**src/source/icache_defines.svh**
```systemverilog
////////////////////////////////////////////////////////////////////////////
// geometry and width macros of the instruction cache
////////////////////////////////////////////////////////////////////////////

`ifndef ICACHE_DEFINES_SVH
`define ICACHE_DEFINES_SVH

// associativity and number of sets
`define ICACHE_WAYS        4
`define ICACHE_SETS        16
// bytes per line
// one refill beat carries the whole line
`define ICACHE_LINE_BYTES  16
`define ICACHE_PADDR_WIDTH 16
`define ICACHE_FETCH_WIDTH 32
// random replacement state
`define ICACHE_LFSR_WIDTH  8

// derived address split
`define ICACHE_LINE_WIDTH   (`ICACHE_LINE_BYTES * 8)
`define ICACHE_OFFSET_WIDTH $clog2(`ICACHE_LINE_BYTES)
`define ICACHE_INDEX_WIDTH  $clog2(`ICACHE_SETS)
`define ICACHE_TAG_WIDTH    (`ICACHE_PADDR_WIDTH - `ICACHE_INDEX_WIDTH - `ICACHE_OFFSET_WIDTH)
`define ICACHE_WAY_WIDTH    $clog2(`ICACHE_WAYS)

`endif

```
**src/source/icache_pkg.sv**
```systemverilog
////////////////////////////////////////////////////////////////////////////
// address fields, way types, controller states and array controls
////////////////////////////////////////////////////////////////////////////

`include "icache_defines.svh"

package icache_pkg;

  // address and its fields
  typedef logic [`ICACHE_PADDR_WIDTH-1:0]  paddr_t;
  typedef logic [`ICACHE_TAG_WIDTH-1:0]    tag_t;
  typedef logic [`ICACHE_INDEX_WIDTH-1:0]  index_t;
  typedef logic [`ICACHE_OFFSET_WIDTH-1:0] offset_t;

  // payload
  typedef logic [`ICACHE_LINE_WIDTH-1:0]   line_t;
  typedef logic [`ICACHE_FETCH_WIDTH-1:0]  word_t;

  // way number and one bit per way
  typedef logic [`ICACHE_WAY_WIDTH-1:0]    way_idx_t;
  typedef logic [`ICACHE_WAYS-1:0]         way_vec_t;

  typedef enum logic [1:0] {FLUSH, IDLE, READ, MISS} ctrl_state_e;

  // controller to array and replacement
  typedef struct packed {
    logic    rd_en;
    logic    wr_en;
    logic    flush_en;
    logic    inv_en;
    // compare against the tag read in the previous cycle
    logic    cmp_en;
    index_t  index;
    tag_t    tag;
    offset_t offset;
    index_t  flush_idx;
  } arr_ctrl_t;

endpackage

```
**src/source/icache_repl.sv**
```systemverilog
////////////////////////////////////////////////////////////////////////////
// replacement way choice from first invalid way or a random LFSR way
////////////////////////////////////////////////////////////////////////////

`timescale 1ns/1ps

`include "icache_defines.svh"

module icache_repl (
  input  logic                  clk_i,
  input  logic                  rst_ni,
  input  icache_pkg::arr_ctrl_t arr_ctrl_i,
  input  icache_pkg::way_vec_t  vld_ways_i,
  output icache_pkg::way_idx_t  repl_way_o,
  output icache_pkg::way_vec_t  repl_way_oh_o
);

  import icache_pkg::*;

  logic [`ICACHE_LFSR_WIDTH-1:0] lfsr_d, lfsr_q;
  logic                          all_valid;
  logic                          lfsr_upd;
  way_idx_t                      inv_way;
  way_idx_t                      repl_way_d, repl_way_q;

  assign all_valid = &vld_ways_i;

  // lowest numbered invalid way wins
  always_comb begin
    inv_way = '0;
    for (int w = `ICACHE_WAYS - 1; w >= 0; w--) begin
      if (!vld_ways_i[w]) begin
        inv_way = way_idx_t'(w);
      end
    end
  end

  // x^8 + x^6 + x^5 + x^4 + 1
  assign lfsr_d   = {lfsr_q[6:0], lfsr_q[7] ^ lfsr_q[5] ^ lfsr_q[4] ^ lfsr_q[3]};
  // only a fill into a full set moves it on
  assign lfsr_upd = arr_ctrl_i.wr_en & all_valid;

  assign repl_way_d    = all_valid ? lfsr_q[`ICACHE_WAY_WIDTH-1:0] : inv_way;
  // request sees the new choice already in the compare cycle
  assign repl_way_o    = arr_ctrl_i.cmp_en ? repl_way_d : repl_way_q;
  assign repl_way_oh_o = way_vec_t'(1) << repl_way_q;

  always_ff @(posedge clk_i or negedge rst_ni) begin
    if (!rst_ni) begin
      lfsr_q     <= '1;
      repl_way_q <= '0;
    end else begin
      if (lfsr_upd) begin
        lfsr_q <= lfsr_d;
      end
      if (arr_ctrl_i.cmp_en) begin
        repl_way_q <= repl_way_d;
      end
    end
  end

endmodule

```
**config.mk**
```make
export PLATFORM = sky130hd
export DESIGN_NAME = icache_repl
export DESIGN_NICKNAME = d
export VERILOG_FILES = /design/src/source/icache_pkg.sv /design/src/source/icache_repl.sv
export VERILOG_INCLUDE_DIRS = /design/src /design/src/source
export SDC_FILE = /design/constraint.sdc
export NUM_CORES = 1
export LEC_CHECK = 0
export BUFFER_PORTS_ARGS = -buffer_cell sky130_fd_sc_hd__buf_2
export CORE_AREA = 5 5 43 45
export DETAILED_ROUTE_END_ITERATION = 12
export DIE_AREA = 0 0 48 50
export PLACE_DENSITY = 0.78
export SETUP_SLACK_MARGIN = 0.5
export SYNTH_ARGS = -nofsm -noshare
export SYNTH_HDL_FRONTEND = slang
export SYNTH_SLANG_ARGS = --single-unit
```
**constraint.sdc**
```tcl
create_clock -name clk_i -period 1.5 [get_ports clk_i]
set_clock_uncertainty 0.05 [all_clocks]
set_input_delay 0.3 -clock clk_i [delete_from_list [all_inputs] [get_ports clk_i]]
set_output_delay 0.3 -clock clk_i [all_outputs]
set_load 0.02 [all_outputs]
```
Yosys cells after proc, flatten, opt, wreduce, memory -nomap -nowiden
Index checks and enable logic that the tools add are counted.
Widths: inputs -> output; s select.
{"block": "totals", "reg_bits": 10, "in_bits": 31, "out_inout_bits": 6, "word_cells": 14}
{"block": "op_classes", "shift": 1, "muxes": 6, "bitwise_logic": 4, "n_reduce_logical": 1}
{"operator": "$mux 2", "n": 6}
{"operator": "$reduce_and 4->1", "n": 1}
{"operator": "$shl 1x2->4 const A", "n": 1}
{"operator": "$xor 1x1->1", "n": 3}
{"operator": "$and 1x1->1", "n": 1}

Logic depth before layout (Yosys ltp)
{"block": "logic_depth", "word_depth": 6, "depth_mapped": 3, "ltp_nobuf": 3}

Worst setup path after synthesis
OpenSTA, ideal clock, no wires.
{"block": "synth_timing", "kind": "reg2out", "from": "reg lfsr_q[0]", "to": "out repl_way_o[0]", "arrival_ps": 1047, "required_ps": 1150, "setup_slack_ps": 103, "stages_incl_launch_ff": 4, "path_buffers": 0, "cell_sequence": "dfstp_2 > or2b_1 > a21boi_0 > o22ai_1"}
{"block": "synth_via", "elab_chain_cells": 2}
{"item": "start, declared", "line_no": "icache_repl.sv:20", "source": "logic [`ICACHE_LFSR_WIDTH-1:0] lfsr_d, lfsr_q;"}
{"item": "start signal, assigned", "line_no": "icache_repl.sv:54", "source": "lfsr_q <= lfsr_d;"}
{"item": "$mux 2", "line_no": "icache_repl.sv:43", "source": "assign repl_way_d = all_valid ? lfsr_q[`ICACHE_WAY_WIDTH-1:0] : inv_way;"}
{"item": "$mux 2"}
{"item": "end, declared", "line_no": "icache_repl.sv:14", "source": "output icache_pkg::way_idx_t repl_way_o,"}
No other way between the ends.

Worst setup path in the final report
Ends and elaborated chain as after synthesis.

==> results.py <==
metrics = {
    "outcome": {
        "outcome": "complete, but fails checks",
        "violations": "negative setup slack",
    },
    "grt": {
        "antenna_found_initial": 0,
        "overflow": 0,
        "first_global_vias": 388,
        "grt_max_degree": 11,
        "grt_pass1_wl_um": 1573,
        "track_usage_pct": 8.939,
    },
    "pwr": {
        "power_density_nw_per_um2": 838.3,
        "ir_drop_v": 0.0005530,
        "p_total_mw": 0.6324,
        "p_leak_nw": 0.3513,
    },
    "die": {
        "io_pins": 37,
        "fp.dieW_um": 48,
        "core_area_um2": 1436,
        "die_area_um2": 2400,
        "placementRows": 14,
        "initial_core_util_pct": 32.75,
        "die_h_um": 50,
    },
    "drt": {
        "vias": 350,
        "dr.pass1.iters": 2,
        "first_iter_violations": 5,
        "ant_nets": 0,
        "wl_per_cell_um": 11.82,
        "drc": 0,
        "avgViaCountPerCell": 4.605,
        "routed_wirelength_um": 898,
    },
    "timing": {
        "setup_ws_ns": -0.06627,
        "maxSlewViolCount": 0,
        "rsz0062_at_grt": "true",
        "timing.slew.headroom_pct": 85.77,
        "setup_viol": 2,
        "hold_viol_final": 0,
        "worst_slew_pin_slew_ns": 0.2135,
        "fmax_mhz": 638.5,
        "holdWs_ns": 0.2739,
        "fin_crit_sh_pct": 104.4,
        "period_needed_ns": 1.566,
    },
    "worst_setup_path": {
        "start_kind": "register",
        "path_cells": "or2b_1 > a21boi_2 > o22ai_2 > buf_6",
        "endpoint_kind": "output pin",
        "r2r_cells": 3,
        "critPathMaxStageDelay_ns": 0.54,
        "cpMaxStageDelayCell": "dfstp_2",
        "cp.arrival_ns": 1.22,
        "worstPathMaxFanout": 3,
        "r2r_slack_ns": 0.33,
        "cp.required_ns": 1.15,
        "path_class": "reg -> out",
    },
    "yosys": {
        "syn_nets": 67,
        "synth-seq-cells": 10,
        "yosysSeqAreaShare_pct": 55.32,
        "synth_top_area_share_pct": 44.68,
        "synthDistinctLibCells": 15,
        "yosys_warnings": 0,
        "avgSynthCellArea_um2": 13.07,
        "synth_area_leaders": "dfstp_2, mux2_2, dfrtp_1",
        "synth_top_cell_by_area": "dfstp_2",
        "syn_area_um2": 470.5,
        "syn_inst": 36,
    },
    "finish": {
        "layout-drive-gt1-share_pct": 86.67,
        "final_cells": 76,
        "antennaDiodeCount": 0,
        "area_growth_pct": 60.37,
        "final_nets": 92,
    },
    "placed_design": {
        "portBuffers": 13,
        "place_congestion": 0.6685,
        "dp_cells": 65,
        "place_hpwl_um": 640.5,
    },
    "run": {
        "cap_violations": 0,
    },
    "clock_tree": {
        "numClockSinks": 10,
        "clock_latency_ns": 0.26,
        "cts_tree": "yes",
        "tritoncts.num_buffers": 3,
        "cts_buffer_depth": 2,
        "clk_pin_slew_worst_paths_ns": 0.06,
        "cts_root_buf": "clkbuf_4",
        "htreeDepth": 1,
    },
    "min_path": {
        "hold_class": "in -> reg",
        "holdPathStages": 2,
    },
}
-- registers in the layout (all words and copies together) (netlist names) --
signal      cells
repl_way_q      2
lfsr_q          8
-- cell families (layout without fill, tap and decap cells) --
group           Yosys count  after routing  synth area share (%)
simple gates              9              9                 12.50
mux                       8              8                 19.15
buf+inv                   2             26                 1.596
xor+xnor                  3              3                 5.586
flops                    10             10                 55.32
compound gates            4              4                 5.852
-- repair_timing --
action	CTS	global route
pin swaps	1	2
hold endpoints to repair	2	0
gates resized for setup	17	3
cloned	0	0
setup buffers	5	1
setup endpoints to repair	7	9
hold buffers	1	0
-- through the flow --
stage | utilization (%) | TNS (ns) | worst slack, ns | cell area [um^2]
floorplan | - | 0 | 0.2811 | 519.2
global placement | 42.07 | 0 | 0.1256 | 604.3
detailed placement | 42.07 | 0 | 0.1278 | 604.3
CTS | 51.48 | -0.09293 | -0.08050 | 739.5
global route | 52.53 | -0.2050 | -0.1450 | 754.5
finish | 52.53 | -0.06967 | -0.06627 | 754.5
-- power breakdown --
group	switching [mW]	internal (mW)
clock network	0.0892	0.147
registers	0.00548	0.276
logic	0.0593	0.0556
-- cell type report --
cell class / instances / area [um^2]
Timing Repair Buffer: 20 / 161.4
Tap cell: 16 / 20.02
Multi-Input combinational cell: 24 / 265.3
Sequential cell: 10 / 261.5
Clock buffer: 4 / 36.28
Inverter: 2 / 10.01
Fill cell: 129 / 681.9
-- worst max-delay path: cells and delay by family, from the launching register on --
kind                   cells  cell delay, ns
buffers and inverters      1            0.14
DFF                        1            0.54
AOI/OAI and AO/OA          2            0.17
and+or+nand+nor            1            0.11
-- worst paths after layout --
kind | start | to
max reg2reg | lfsr_q[4] | lfsr_q[0]
min in group asynchronous | rst_ni | repl_way_q[0]
min | arr_ctrl_i[20] | repl_way_q[0]
max | lfsr_q[0] | repl_way_o[0]
min reg2reg | lfsr_q[2] | lfsr_q[2]
max in group asynchronous | rst_ni | lfsr_q[1]
-- cell usage after synthesis --
| cell type | number |
|---|---|
| a21boi_0 | 1 |
| and3_4 | 1 |
| dfrtp_1 | 2 |
| dfstp_2 | 8 |
| inv_1 | 2 |
| mux2_2 | 8 |
| nand2_1 | 2 |
| nand3_4 | 1 |
| nor2_1 | 4 |
| o2111ai_1 | 1 |
| o21ai_0 | 1 |
| o22ai_1 | 1 |
| or2b_1 | 1 |
| xnor2_1 | 2 |
| xor2_1 | 1 |
-- placed cells by master (no fill, tap or decap) --
cell	n
nand2_1	2
nor2_2	2
and3_4	1
mux2_4	6
dlygate4sd3_1	1
inv_4	1
o21ai_2	1
dfstp_2	8
mux2_2	2
or2b_1	1
o2111ai_2	1
o22ai_2	1
inv_2	1
clkbuf_8	1
buf_2	7
nor2_4	2
dfrtp_1	1
clkbuf_4	3
a21boi_2	1
buf_4	5
buf_6	7
dfrtp_2	1
nand3_4	1
xnor2_1	2
xor2_1	1
-- per-layer routing --
layer / routed length, um / GRT usage [%] / vias to the layer above
li1: - / - / 173
met1: 405 / 12.13 / 165
met2: 441 / 13.00 / 10
met3: 42 / 2.182 / 2
met4: 8 / 4.036 / 0
met5: 0 / 0 / -
Note: power is estimated with default switching activity, not from simulation.
