File: src/source/icache_defines.svh
////////////////////////////////////////////////////////////////////////////
// geometry and width macros of the instruction cache
////////////////////////////////////////////////////////////////////////////

`ifndef ICACHE_DEFINES_SVH
`define ICACHE_DEFINES_SVH

// associativity and number of sets
`define ICACHE_WAYS        4
`define ICACHE_SETS        16
// bytes per line
// one refill beat carries the whole line
`define ICACHE_LINE_BYTES  16
`define ICACHE_PADDR_WIDTH 16
`define ICACHE_FETCH_WIDTH 32
// random replacement state
`define ICACHE_LFSR_WIDTH  8

// derived address split
`define ICACHE_LINE_WIDTH   (`ICACHE_LINE_BYTES * 8)
`define ICACHE_OFFSET_WIDTH $clog2(`ICACHE_LINE_BYTES)
`define ICACHE_INDEX_WIDTH  $clog2(`ICACHE_SETS)
`define ICACHE_TAG_WIDTH    (`ICACHE_PADDR_WIDTH - `ICACHE_INDEX_WIDTH - `ICACHE_OFFSET_WIDTH)
`define ICACHE_WAY_WIDTH    $clog2(`ICACHE_WAYS)

`endif

File: src/source/icache_pkg.sv
////////////////////////////////////////////////////////////////////////////
// address fields, way types, controller states and array controls
////////////////////////////////////////////////////////////////////////////

`include "icache_defines.svh"

package icache_pkg;

  // address and its fields
  typedef logic [`ICACHE_PADDR_WIDTH-1:0]  paddr_t;
  typedef logic [`ICACHE_TAG_WIDTH-1:0]    tag_t;
  typedef logic [`ICACHE_INDEX_WIDTH-1:0]  index_t;
  typedef logic [`ICACHE_OFFSET_WIDTH-1:0] offset_t;

  // payload
  typedef logic [`ICACHE_LINE_WIDTH-1:0]   line_t;
  typedef logic [`ICACHE_FETCH_WIDTH-1:0]  word_t;

  // way number and one bit per way
  typedef logic [`ICACHE_WAY_WIDTH-1:0]    way_idx_t;
  typedef logic [`ICACHE_WAYS-1:0]         way_vec_t;

  typedef enum logic [1:0] {FLUSH, IDLE, READ, MISS} ctrl_state_e;

  // controller to array and replacement
  typedef struct packed {
    logic    rd_en;
    logic    wr_en;
    logic    flush_en;
    logic    inv_en;
    // compare against the tag read in the previous cycle
    logic    cmp_en;
    index_t  index;
    tag_t    tag;
    offset_t offset;
    index_t  flush_idx;
  } arr_ctrl_t;

endpackage

File: src/source/icache_mem_pkg.sv
////////////////////////////////////////////////////////////////////////////
// refill request and return beat of the memory side
////////////////////////////////////////////////////////////////////////////

package icache_mem_pkg;

  // kind of return beat
  typedef enum logic {IFILL, INV} rtrn_type_e;

  // refill request
  // line aligned when cacheable and word aligned when not
  typedef struct packed {
    icache_pkg::paddr_t   paddr;
    logic                 nc;
    icache_pkg::way_idx_t way;
  } mem_req_t;

  // return beat
  typedef struct packed {
    rtrn_type_e           rtype;
    icache_pkg::line_t    data;
    // drop all ways of inv_idx
    logic                 inv_all;
    // drop only inv_way of inv_idx
    logic                 inv_one;
    icache_pkg::way_idx_t inv_way;
    icache_pkg::index_t   inv_idx;
  } mem_rtrn_t;

endpackage

File: src/source/icache_ctrl.sv
////////////////////////////////////////////////////////////////////////////
// cache controller with flush sequencing and hit or miss handling
// also builds the array controls and the refill request
////////////////////////////////////////////////////////////////////////////

`timescale 1ns/1ps

`include "icache_defines.svh"

module icache_ctrl (
  input  logic                      clk_i,
  input  logic                      rst_ni,
  input  logic                      en_i,
  input  logic                      flush_i,
  input  logic                      fetch_req_i,
  input  icache_pkg::paddr_t        fetch_paddr_i,
  input  logic                      hit_i,
  input  icache_pkg::way_idx_t      repl_way_i,
  input  logic                      mem_ack_i,
  input  logic                      mem_rtrn_vld_i,
  input  icache_mem_pkg::mem_rtrn_t mem_rtrn_i,
  output icache_pkg::arr_ctrl_t     arr_ctrl_o,
  output logic                      fetch_ready_o,
  output logic                      fetch_valid_o,
  output logic                      mem_req_o,
  output icache_mem_pkg::mem_req_t  mem_req_data_o,
  output logic                      miss_o,
  output logic                      busy_o
);

  import icache_pkg::*;
  import icache_mem_pkg::*;

  localparam int unsigned TagLsb = `ICACHE_INDEX_WIDTH + `ICACHE_OFFSET_WIDTH;
  localparam int unsigned NcBit  = `ICACHE_PADDR_WIDTH - 1;

  ctrl_state_e state_d, state_q;
  // registered cache enable
  logic        cache_en_d, cache_en_q;
  // flush request waiting for idle
  logic        flush_d, flush_q;
  index_t      flush_cnt_d, flush_cnt_q;
  logic        flush_en, flush_done, goto_flush;
  // tag compare happens one cycle after the array read
  logic        cmp_en_d, cmp_en_q;
  // invalidation seen in the previous cycle
  logic        inv_en, inv_q;
  logic        ifill_vld;
  logic        rd_en, wr_en, take;
  paddr_t      paddr_d, paddr_q;
  logic        nc_d, nc_q;

  ////////////////////////////////////////////////////////////////////////////
  // return beats and fetch address
  ////////////////////////////////////////////////////////////////////////////

  assign inv_en    = mem_rtrn_vld_i & (mem_rtrn_i.rtype == INV);
  assign ifill_vld = mem_rtrn_vld_i & (mem_rtrn_i.rtype == IFILL);

  assign take    = fetch_ready_o & fetch_req_i;
  assign paddr_d = take ? fetch_paddr_i : paddr_q;
  // io space on the top address bit or cache switched off
  assign nc_d    = take ? (~cache_en_d | fetch_paddr_i[NcBit]) : nc_q;

  // flush walks every set once
  assign flush_done  = (flush_cnt_q == index_t'(`ICACHE_SETS - 1));
  assign flush_cnt_d = flush_en ? flush_cnt_q + index_t'(1) : '0;
  // enabling goes through a flush as well
  assign goto_flush  = flush_d | (en_i & ~cache_en_q);

  assign busy_o = (state_q != IDLE);

  ////////////////////////////////////////////////////////////////////////////
  // FSM
  ////////////////////////////////////////////////////////////////////////////

  always_comb begin
    state_d       = state_q;
    cache_en_d    = cache_en_q & en_i;
    flush_d       = flush_q | flush_i;
    flush_en      = 1'b0;
    rd_en         = 1'b0;
    wr_en         = 1'b0;
    cmp_en_d      = 1'b0;
    fetch_ready_o = 1'b0;
    fetch_valid_o = 1'b0;
    mem_req_o     = 1'b0;
    miss_o        = 1'b0;

    unique case (state_q)
      // clear one set of valid bits per cycle
      FLUSH: begin
        flush_en = 1'b1;
        if (flush_done) begin
          state_d    = IDLE;
          flush_d    = 1'b0;
          cache_en_d = en_i;
        end
      end
      IDLE: begin
        if (goto_flush) begin
          state_d = FLUSH;
        end else if (!mem_rtrn_vld_i) begin
          // the array port is free only without a return beat
          fetch_ready_o = 1'b1;
          if (fetch_req_i) begin
            rd_en    = 1'b1;
            cmp_en_d = 1'b1;
            state_d  = READ;
          end
        end
      end
      READ: begin
        if (cmp_en_q && inv_q) begin
          // read data may be stale so look again
          rd_en    = 1'b1;
          cmp_en_d = 1'b1;
        end else if (cmp_en_q && hit_i && !nc_q) begin
          fetch_valid_o = 1'b1;
          state_d       = IDLE;
          // back to back hits
          if (!goto_flush && !mem_rtrn_vld_i) begin
            fetch_ready_o = 1'b1;
            if (fetch_req_i) begin
              rd_en    = 1'b1;
              cmp_en_d = 1'b1;
              state_d  = READ;
            end
          end
        end else begin
          // miss or nc fetch
          // request stays up until acked
          mem_req_o = 1'b1;
          if (mem_ack_i) begin
            miss_o  = ~nc_q;
            state_d = MISS;
          end
        end
      end
      MISS: begin
        // nc data is never written
        if (ifill_vld) begin
          fetch_valid_o = 1'b1;
          wr_en         = ~nc_q;
          state_d       = IDLE;
        end
      end
      default: begin
        state_d = FLUSH;
      end
    endcase
  end

  ////////////////////////////////////////////////////////////////////////////
  // array controls and refill request
  ////////////////////////////////////////////////////////////////////////////

  always_comb begin
    arr_ctrl_o.rd_en     = rd_en;
    arr_ctrl_o.wr_en     = wr_en;
    arr_ctrl_o.flush_en  = flush_en;
    arr_ctrl_o.inv_en    = inv_en;
    arr_ctrl_o.cmp_en    = cmp_en_q;
    // read index follows a new request in its own cycle
    arr_ctrl_o.index     = paddr_d[TagLsb-1:`ICACHE_OFFSET_WIDTH];
    arr_ctrl_o.tag       = paddr_q[`ICACHE_PADDR_WIDTH-1:TagLsb];
    arr_ctrl_o.offset    = paddr_q[`ICACHE_OFFSET_WIDTH-1:0];
    arr_ctrl_o.flush_idx = flush_cnt_q;
  end

  assign mem_req_data_o.paddr = nc_q ? (paddr_q & ~paddr_t'(3)) :
                                       (paddr_q & ~paddr_t'(`ICACHE_LINE_BYTES - 1));
  assign mem_req_data_o.nc    = nc_q;
  assign mem_req_data_o.way   = repl_way_i;

  always_ff @(posedge clk_i or negedge rst_ni) begin
    if (!rst_ni) begin
      state_q     <= FLUSH;
      cache_en_q  <= 1'b0;
      flush_q     <= 1'b0;
      flush_cnt_q <= '0;
      cmp_en_q    <= 1'b0;
      inv_q       <= 1'b0;
      nc_q        <= 1'b0;
    end else begin
      state_q     <= state_d;
      cache_en_q  <= cache_en_d;
      flush_q     <= flush_d;
      flush_cnt_q <= flush_cnt_d;
      cmp_en_q    <= cmp_en_d;
      inv_q       <= inv_en;
      nc_q        <= nc_d;
    end
  end

  // fetch address
  always_ff @(posedge clk_i) begin
    paddr_q <= paddr_d;
  end

endmodule

File: config.mk
export PLATFORM = sky130hd
export DESIGN_NAME = icache_ctrl
export DESIGN_NICKNAME = d
export VERILOG_FILES = /design/src/source/icache_pkg.sv /design/src/source/icache_mem_pkg.sv /design/src/source/icache_ctrl.sv
export VERILOG_INCLUDE_DIRS = /design/src /design/src/source
export SDC_FILE = /design/constraint.sdc
export NUM_CORES = 1
export LEC_CHECK = 0
export BUFFER_PORTS_ARGS = -buffer_cell sky130_fd_sc_hd__buf_4
export CAP_MARGIN = 0
export CORE_AREA = 5 5 79 81
export CTS_CLUSTER_SIZE = 12
export DETAILED_ROUTE_END_ITERATION = 8
export DIE_AREA = 0 0 84 86
export PLACE_DENSITY = 0.72
export SKIP_CTS_REPAIR_TIMING = 1
export SLEW_MARGIN = 20
export SYNTH_ARGS = -nofsm -noshare
export SYNTH_HDL_FRONTEND = slang
export SYNTH_SLANG_ARGS = --single-unit
File: constraint.sdc
create_clock -name clk_i -period 2.9 [get_ports clk_i]
set_input_delay 0.29 -clock clk_i [delete_from_list [all_inputs] [get_ports clk_i]]
set_output_delay 0.29 -clock clk_i [all_outputs]
set_load 0.1 [all_outputs]
# ---- After elaboration in Yosys (flattened, before gate mapping)
# Index checks and enable logic that the tools add are counted.
# W data, S select, Z words.
dict set report totals {
  regBits 27
  input_bits 163
  output_inout_bits 49
  word_cells 87
}
dict set report classes {
  add_sub_neg 1
  eq_ne 11
  n_mux 45
  bitwise 12
  n_reduce_logical 9
}
# operator n
set ops {}
lappend ops {{$mux W1} 28}
lappend ops {{$mux W2} 10}
lappend ops {{$ne A3 B3 Y1 const B} 3}
lappend ops {{$mux W4} 2}
lappend ops {{$mux W8} 1}
lappend ops {{$pmux W2 S4} 1}
lappend ops {{$ne A2 B2 Y1 const B} 3}
lappend ops {{$pmux W1 S2} 3}
lappend ops {{$reduce_and A6 Y1} 1}
lappend ops {{$and A1 B1 Y1} 5}
lappend ops {{$add A4 B1 Y4 const B} 1}
lappend ops {{$eq A2 B2 Y1 const B} 2}
lappend ops {{$eq A4 B4 Y1 const B} 1}
lappend ops {{$logic_and A1 B1 Y1} 4}
lappend ops {{$not A1 Y1} 4}
lappend ops {{$logic_not A1 Y1} 3}
lappend ops {{$or A1 B1 Y1} 3}
lappend ops {{$eq A2 B1 Y1 const B} 1}
lappend ops {{$logic_not A2 Y1} 1}
lappend ops {{$ne A2 B1 Y1 const B} 1}

# ---- Depth between registers and ports, before layout
dict set report depth {
  ltp_word 12
  mapped_depth 7
  depth_no_buf 6
}

# ---- Worst setup path after synthesis
# OpenSTA, ideal clock, no wires.
dict set report synth_path {
  path_type {flip-flop to output port}
  from {register flush_cnt_q[0]}
  to {output port fetch_ready_o}
  t_arrival_ns 6.396
  required_ns 2.610
  path_slack_ns -3.786
  stages_incl_launch_ff 5
  n_path_buf 0
  cell_sequence {dfrtp_1 -> ha_1 -> and4_2 -> o22ai_2 -> a2111oi_0}
}
dict set report synth_between {
  elab_chain_cells 10
  word_cells_on_any_way 11
  cone_classes {eq/ne: 1; mux: 7; bitwise: 1; reduce/logical: 2}
}
# item line
set synth_lines {}
lappend synth_lines {{from (decl)} icache_ctrl.sv:42} ;# index_t flush_cnt_d, flush_cnt_q;
lappend synth_lines {{from (signal assigned)} icache_ctrl.sv:189} ;# flush_cnt_q <= flush_cnt_d;
lappend synth_lines {{$eq A4 B4 Y1 (*)} icache_ctrl.sv:66} ;# assign flush_done = (flush_cnt_q == index_t'(`ICACHE_SETS - 1));
lappend synth_lines {{$mux W1 (*)} icache_ctrl.sv:94} ;# if (flush_done) begin
lappend synth_lines {{$mux W1 (*)} icache_ctrl.sv:90} ;# unique case (state_q)
lappend synth_lines {{$or A1 B1 Y1 (*)} icache_ctrl.sv:69} ;# assign goto_flush = flush_d | (en_i & ~cache_en_q);
lappend synth_lines {{$logic_not A1 Y1} icache_ctrl.sv:122} ;# if (!goto_flush && !mem_rtrn_vld_i) begin
lappend synth_lines {{$logic_and A1 B1 Y1} icache_ctrl.sv:122}
lappend synth_lines {{$mux W1} icache_ctrl.sv:122}
lappend synth_lines {{$mux W1} icache_ctrl.sv:118} ;# end else if (cmp_en_q && hit_i && !nc_q) begin
lappend synth_lines {{$mux W1} icache_ctrl.sv:114} ;# if (cmp_en_q && inv_q) begin
lappend synth_lines {{$pmux W1 S2 (*)} icache_ctrl.sv:90}
lappend synth_lines {{to (decl)} icache_ctrl.sv:23} ;# output logic fetch_ready_o,
# Mark *: on every way between the ends. The rest lies on a longest branch, timed or not.

==> results.sh <==
export IMPL_ys_seq_area_share_pct=53.2
export IMPL_min_path_type="in -> reg"
export IMPL_max_cap_viol_count=0
export IMPL_period_share_pct=95.3
export IMPL_fin_nets=335
export IMPL_antenna_cells=0
export IMPL_setup_viol=0
export IMPL_async_flop_share_pct=40.7
export IMPL_grt_antenna_before_repair=0
export IMPL_antenna_left=0
export IMPL_clkPwrFrac_pct=19.2
export IMPL_ys_types=36
export IMPL_ir_drop_uv=435
export IMPL_finalSetupTns_ps=0
export IMPL_grt_max_degree=17
export IMPL_grt_overflow=0
export IMPL_root_buffer="clkbuf_8"
export IMPL_synth_flop_cell="edfxtp_1"
export IMPL_critPathArrivalTime_ps=2470
export IMPL_syn_avg_cell_area_um2=12.5
export IMPL_hold_path_depth=1
export IMPL_critPathCapture="arr_ctrl_o[16]"
export IMPL_startpoint="state_q[0]"
export IMPL_dpl_hpwl_um=2740
export IMPL_reg2reg_depth=5
export IMPL_syn_inst=108
export IMPL_via_per_inst=4.07
export IMPL_start_util_pct=24.9
export IMPL_min_period_ps=2760
export IMPL_netlist_top_cells_count="buf_4 (18), edfxtp_1 (12), dfrtp_1 (11)"
export IMPL_rows=27
export IMPL_boundaryPins=212
export IMPL_p_seq_share_pct=38.8
export IMPL_intPower_w=0.000650
export IMPL_status="finished, final reports clean"
export IMPL_grtUsageTotal_pct=9.22
export IMPL_dieArea_um2=7220
export IMPL_hold_slack_ps=181
export IMPL_grt_pass1_vias=1053
export IMPL_synth_area_um2=1350
export IMPL_numPortBuffers=69
export IMPL_first_pass_iters=4
export IMPL_synth_enable_flop_cells=12
export IMPL_fmax_ghz=0.362
export IMPL_yosys_top_cells_area="edfxtp_1 (27%), dfrtp_1 (20%), buf_4 (10%), dfxtp_1 (5.9%), mux2_4 (5.6%)"
export IMPL_wl_per_cell_um=14.1
export IMPL_r2r_end="paddr_q[1]"
export IMPL_area_delta_synth_final_pct=44.1
export IMPL_critPathLaunchType="flip-flop"
export IMPL_path_class="reg -> out"
export IMPL_drt_iter0_drc=25
export IMPL_ys_ff_latch=27
export IMPL_core_um2=5410
export IMPL_die_h_um=86
export IMPL_final_area_um2=1940
export IMPL_hold_viol_final=0
export IMPL_dpl_worst_slack_ps=391
export IMPL_yosys_warnings=0
export IMPL_cts_sinks=27
export IMPL_yosysMostFrequentCell="buf_4"
export IMPL_cts_buffer_depth=2
export IMPL_fin_ws_ps=135
export IMPL_worstPathRequired_ps=2610
export IMPL_vias=968
export IMPL_die_w_um=84
export IMPL_cts_htree_levels=1
export IMPL_critPathMaxFanout=8
export IMPL_maxSlewViolCount=0
export IMPL_synth_top_area_cell="edfxtp_1"
export IMPL_rsz0062_at_grt="false"
export IMPL_fin_skew_ps=8.23
export IMPL_drc_errors=0
export IMPL_cp_end_kind="output port"
export IMPL_wirelength_um=3350
export IMPL_switching_share_pct=44.2
export IMPL_synth_top_area_share_pct=26.8
export IMPL_tritoncts="yes"
export IMPL_grt_pass1_wl_um=5310
export IMPL_cellLeakagePower_nw=0.920
export IMPL_power_density_nw_per_um2=600
export IMPL_clk_pin_slew_ps=100
export IMPL_drive_gt1_share_pct=57.8
export IMPL_power_switching_w=0.000514
export IMPL_post_route_util_pct=35.9
export IMPL_rr_startpoint="state_q[0]"
export IMPL_place_area_um2=1880
export IMPL_rrSetupSlack_ps=550
export IMPL_fillers=552
export IMPL_gp_congestion=0.758
export IMPL_clock_latency_ps=280
export IMPL_p_comb_share_pct=42.1
export IMPL_cts_made_buffers=3
[how the worst min path moves through the flow]
stage,to,from,slack (ps)
6_report,paddr_q[11],fetch_paddr_i[11],180
5_1_grt,paddr_q[11],fetch_paddr_i[11],160
4_1_cts,cmp_en_q,rst_ni,-170
3_5_place_dp,cmp_en_q,rst_ni,140
3_3_place_gp,cmp_en_q,rst_ni,140
2_1_floorplan,cache_en_q,rst_ni,-6
[metal layers]
layer  track usage, %  part of all wire [%]
met1             12.4                    45
met2             14.8                    50
met3             1.34                   4.9
met4             3.95                  0.30
met5                0                     0
[per-stage QoR]
step                      std cells  power, W
after floorplan                 109  0.000857
after global placement          233  0.000942
after detailed placement        233  0.000946
after CTS                       237   0.00117
after global routing            238   0.00122
final                           238   0.00116
[power by group through the flow]
stage | logic [W] | registers [W] | clock network [W]
detailed placement | 0.000486 | 0.000460 | 0
CTS | 0.000488 | 0.000452 | 0.000233
floorplan | 0.000282 | 0.000575 | 0
global route | 0.000519 | 0.000456 | 0.000249
global placement | 0.000482 | 0.000460 | 0
finish | 0.000490 | 0.000451 | 0.000223
[critical path: stages, from the launching register on]
cell and delay, ps:
dfrtp_1 410, inv_1 120, ha_2 260, or3b_4 440
a211o_4 410, mux2_4 320, buf_4 230
[flip-flops by register name, summed over array words and instances, names as in the netlist]
name	count
paddr_q	16
flush_cnt_q	4
state_q	2
cache_en_q	1
cmp_en_q	1
flush_q	1
inv_q	1
nc_q	1
[cells by family (layout without fill, tap and decap cells)]
group | after synthesis | after routing | share of synthesized area, %
compound gates | 11 | 11 | 7.44
mux | 7 | 7 | 7.06
fa+ha+maj | 5 | 5 | 4.65
other cells | 1 | 2 | 0.279
xor+xnor | 2 | 2 | 1.30
buf+inv | 25 | 82 | 12.0
flops | 27 | 27 | 53.2
simple gates | 30 | 30 | 14.1
[placed cells by master, fill, tap and decap left out, drive strengths merged, types with 2 or more instances in the layout]
cell / instances
dfrtp: 11
nand3b: 2
o31a: 2
conb: 2
and2: 6
dfxtp: 4
mux2: 5
nand2: 5
buf: 70
clkbuf: 3
inv: 7
edfxtp: 12
nor2: 4
a21oi: 2
mux2i: 2
ha: 5
nand3: 4
[final cells by class]
class,count,area [µm²],area share [%]
clock buffers,3,41.3,2.13
clock inverters,1,7.51,0.387
inverters,7,26.3,1.35
multi-input cells,57,519,26.8
flip-flops and latches,27,721,37.1
well taps,72,90.1,4.64
repair buffers,71,536,27.6
(Power assumes the default switching activity.)
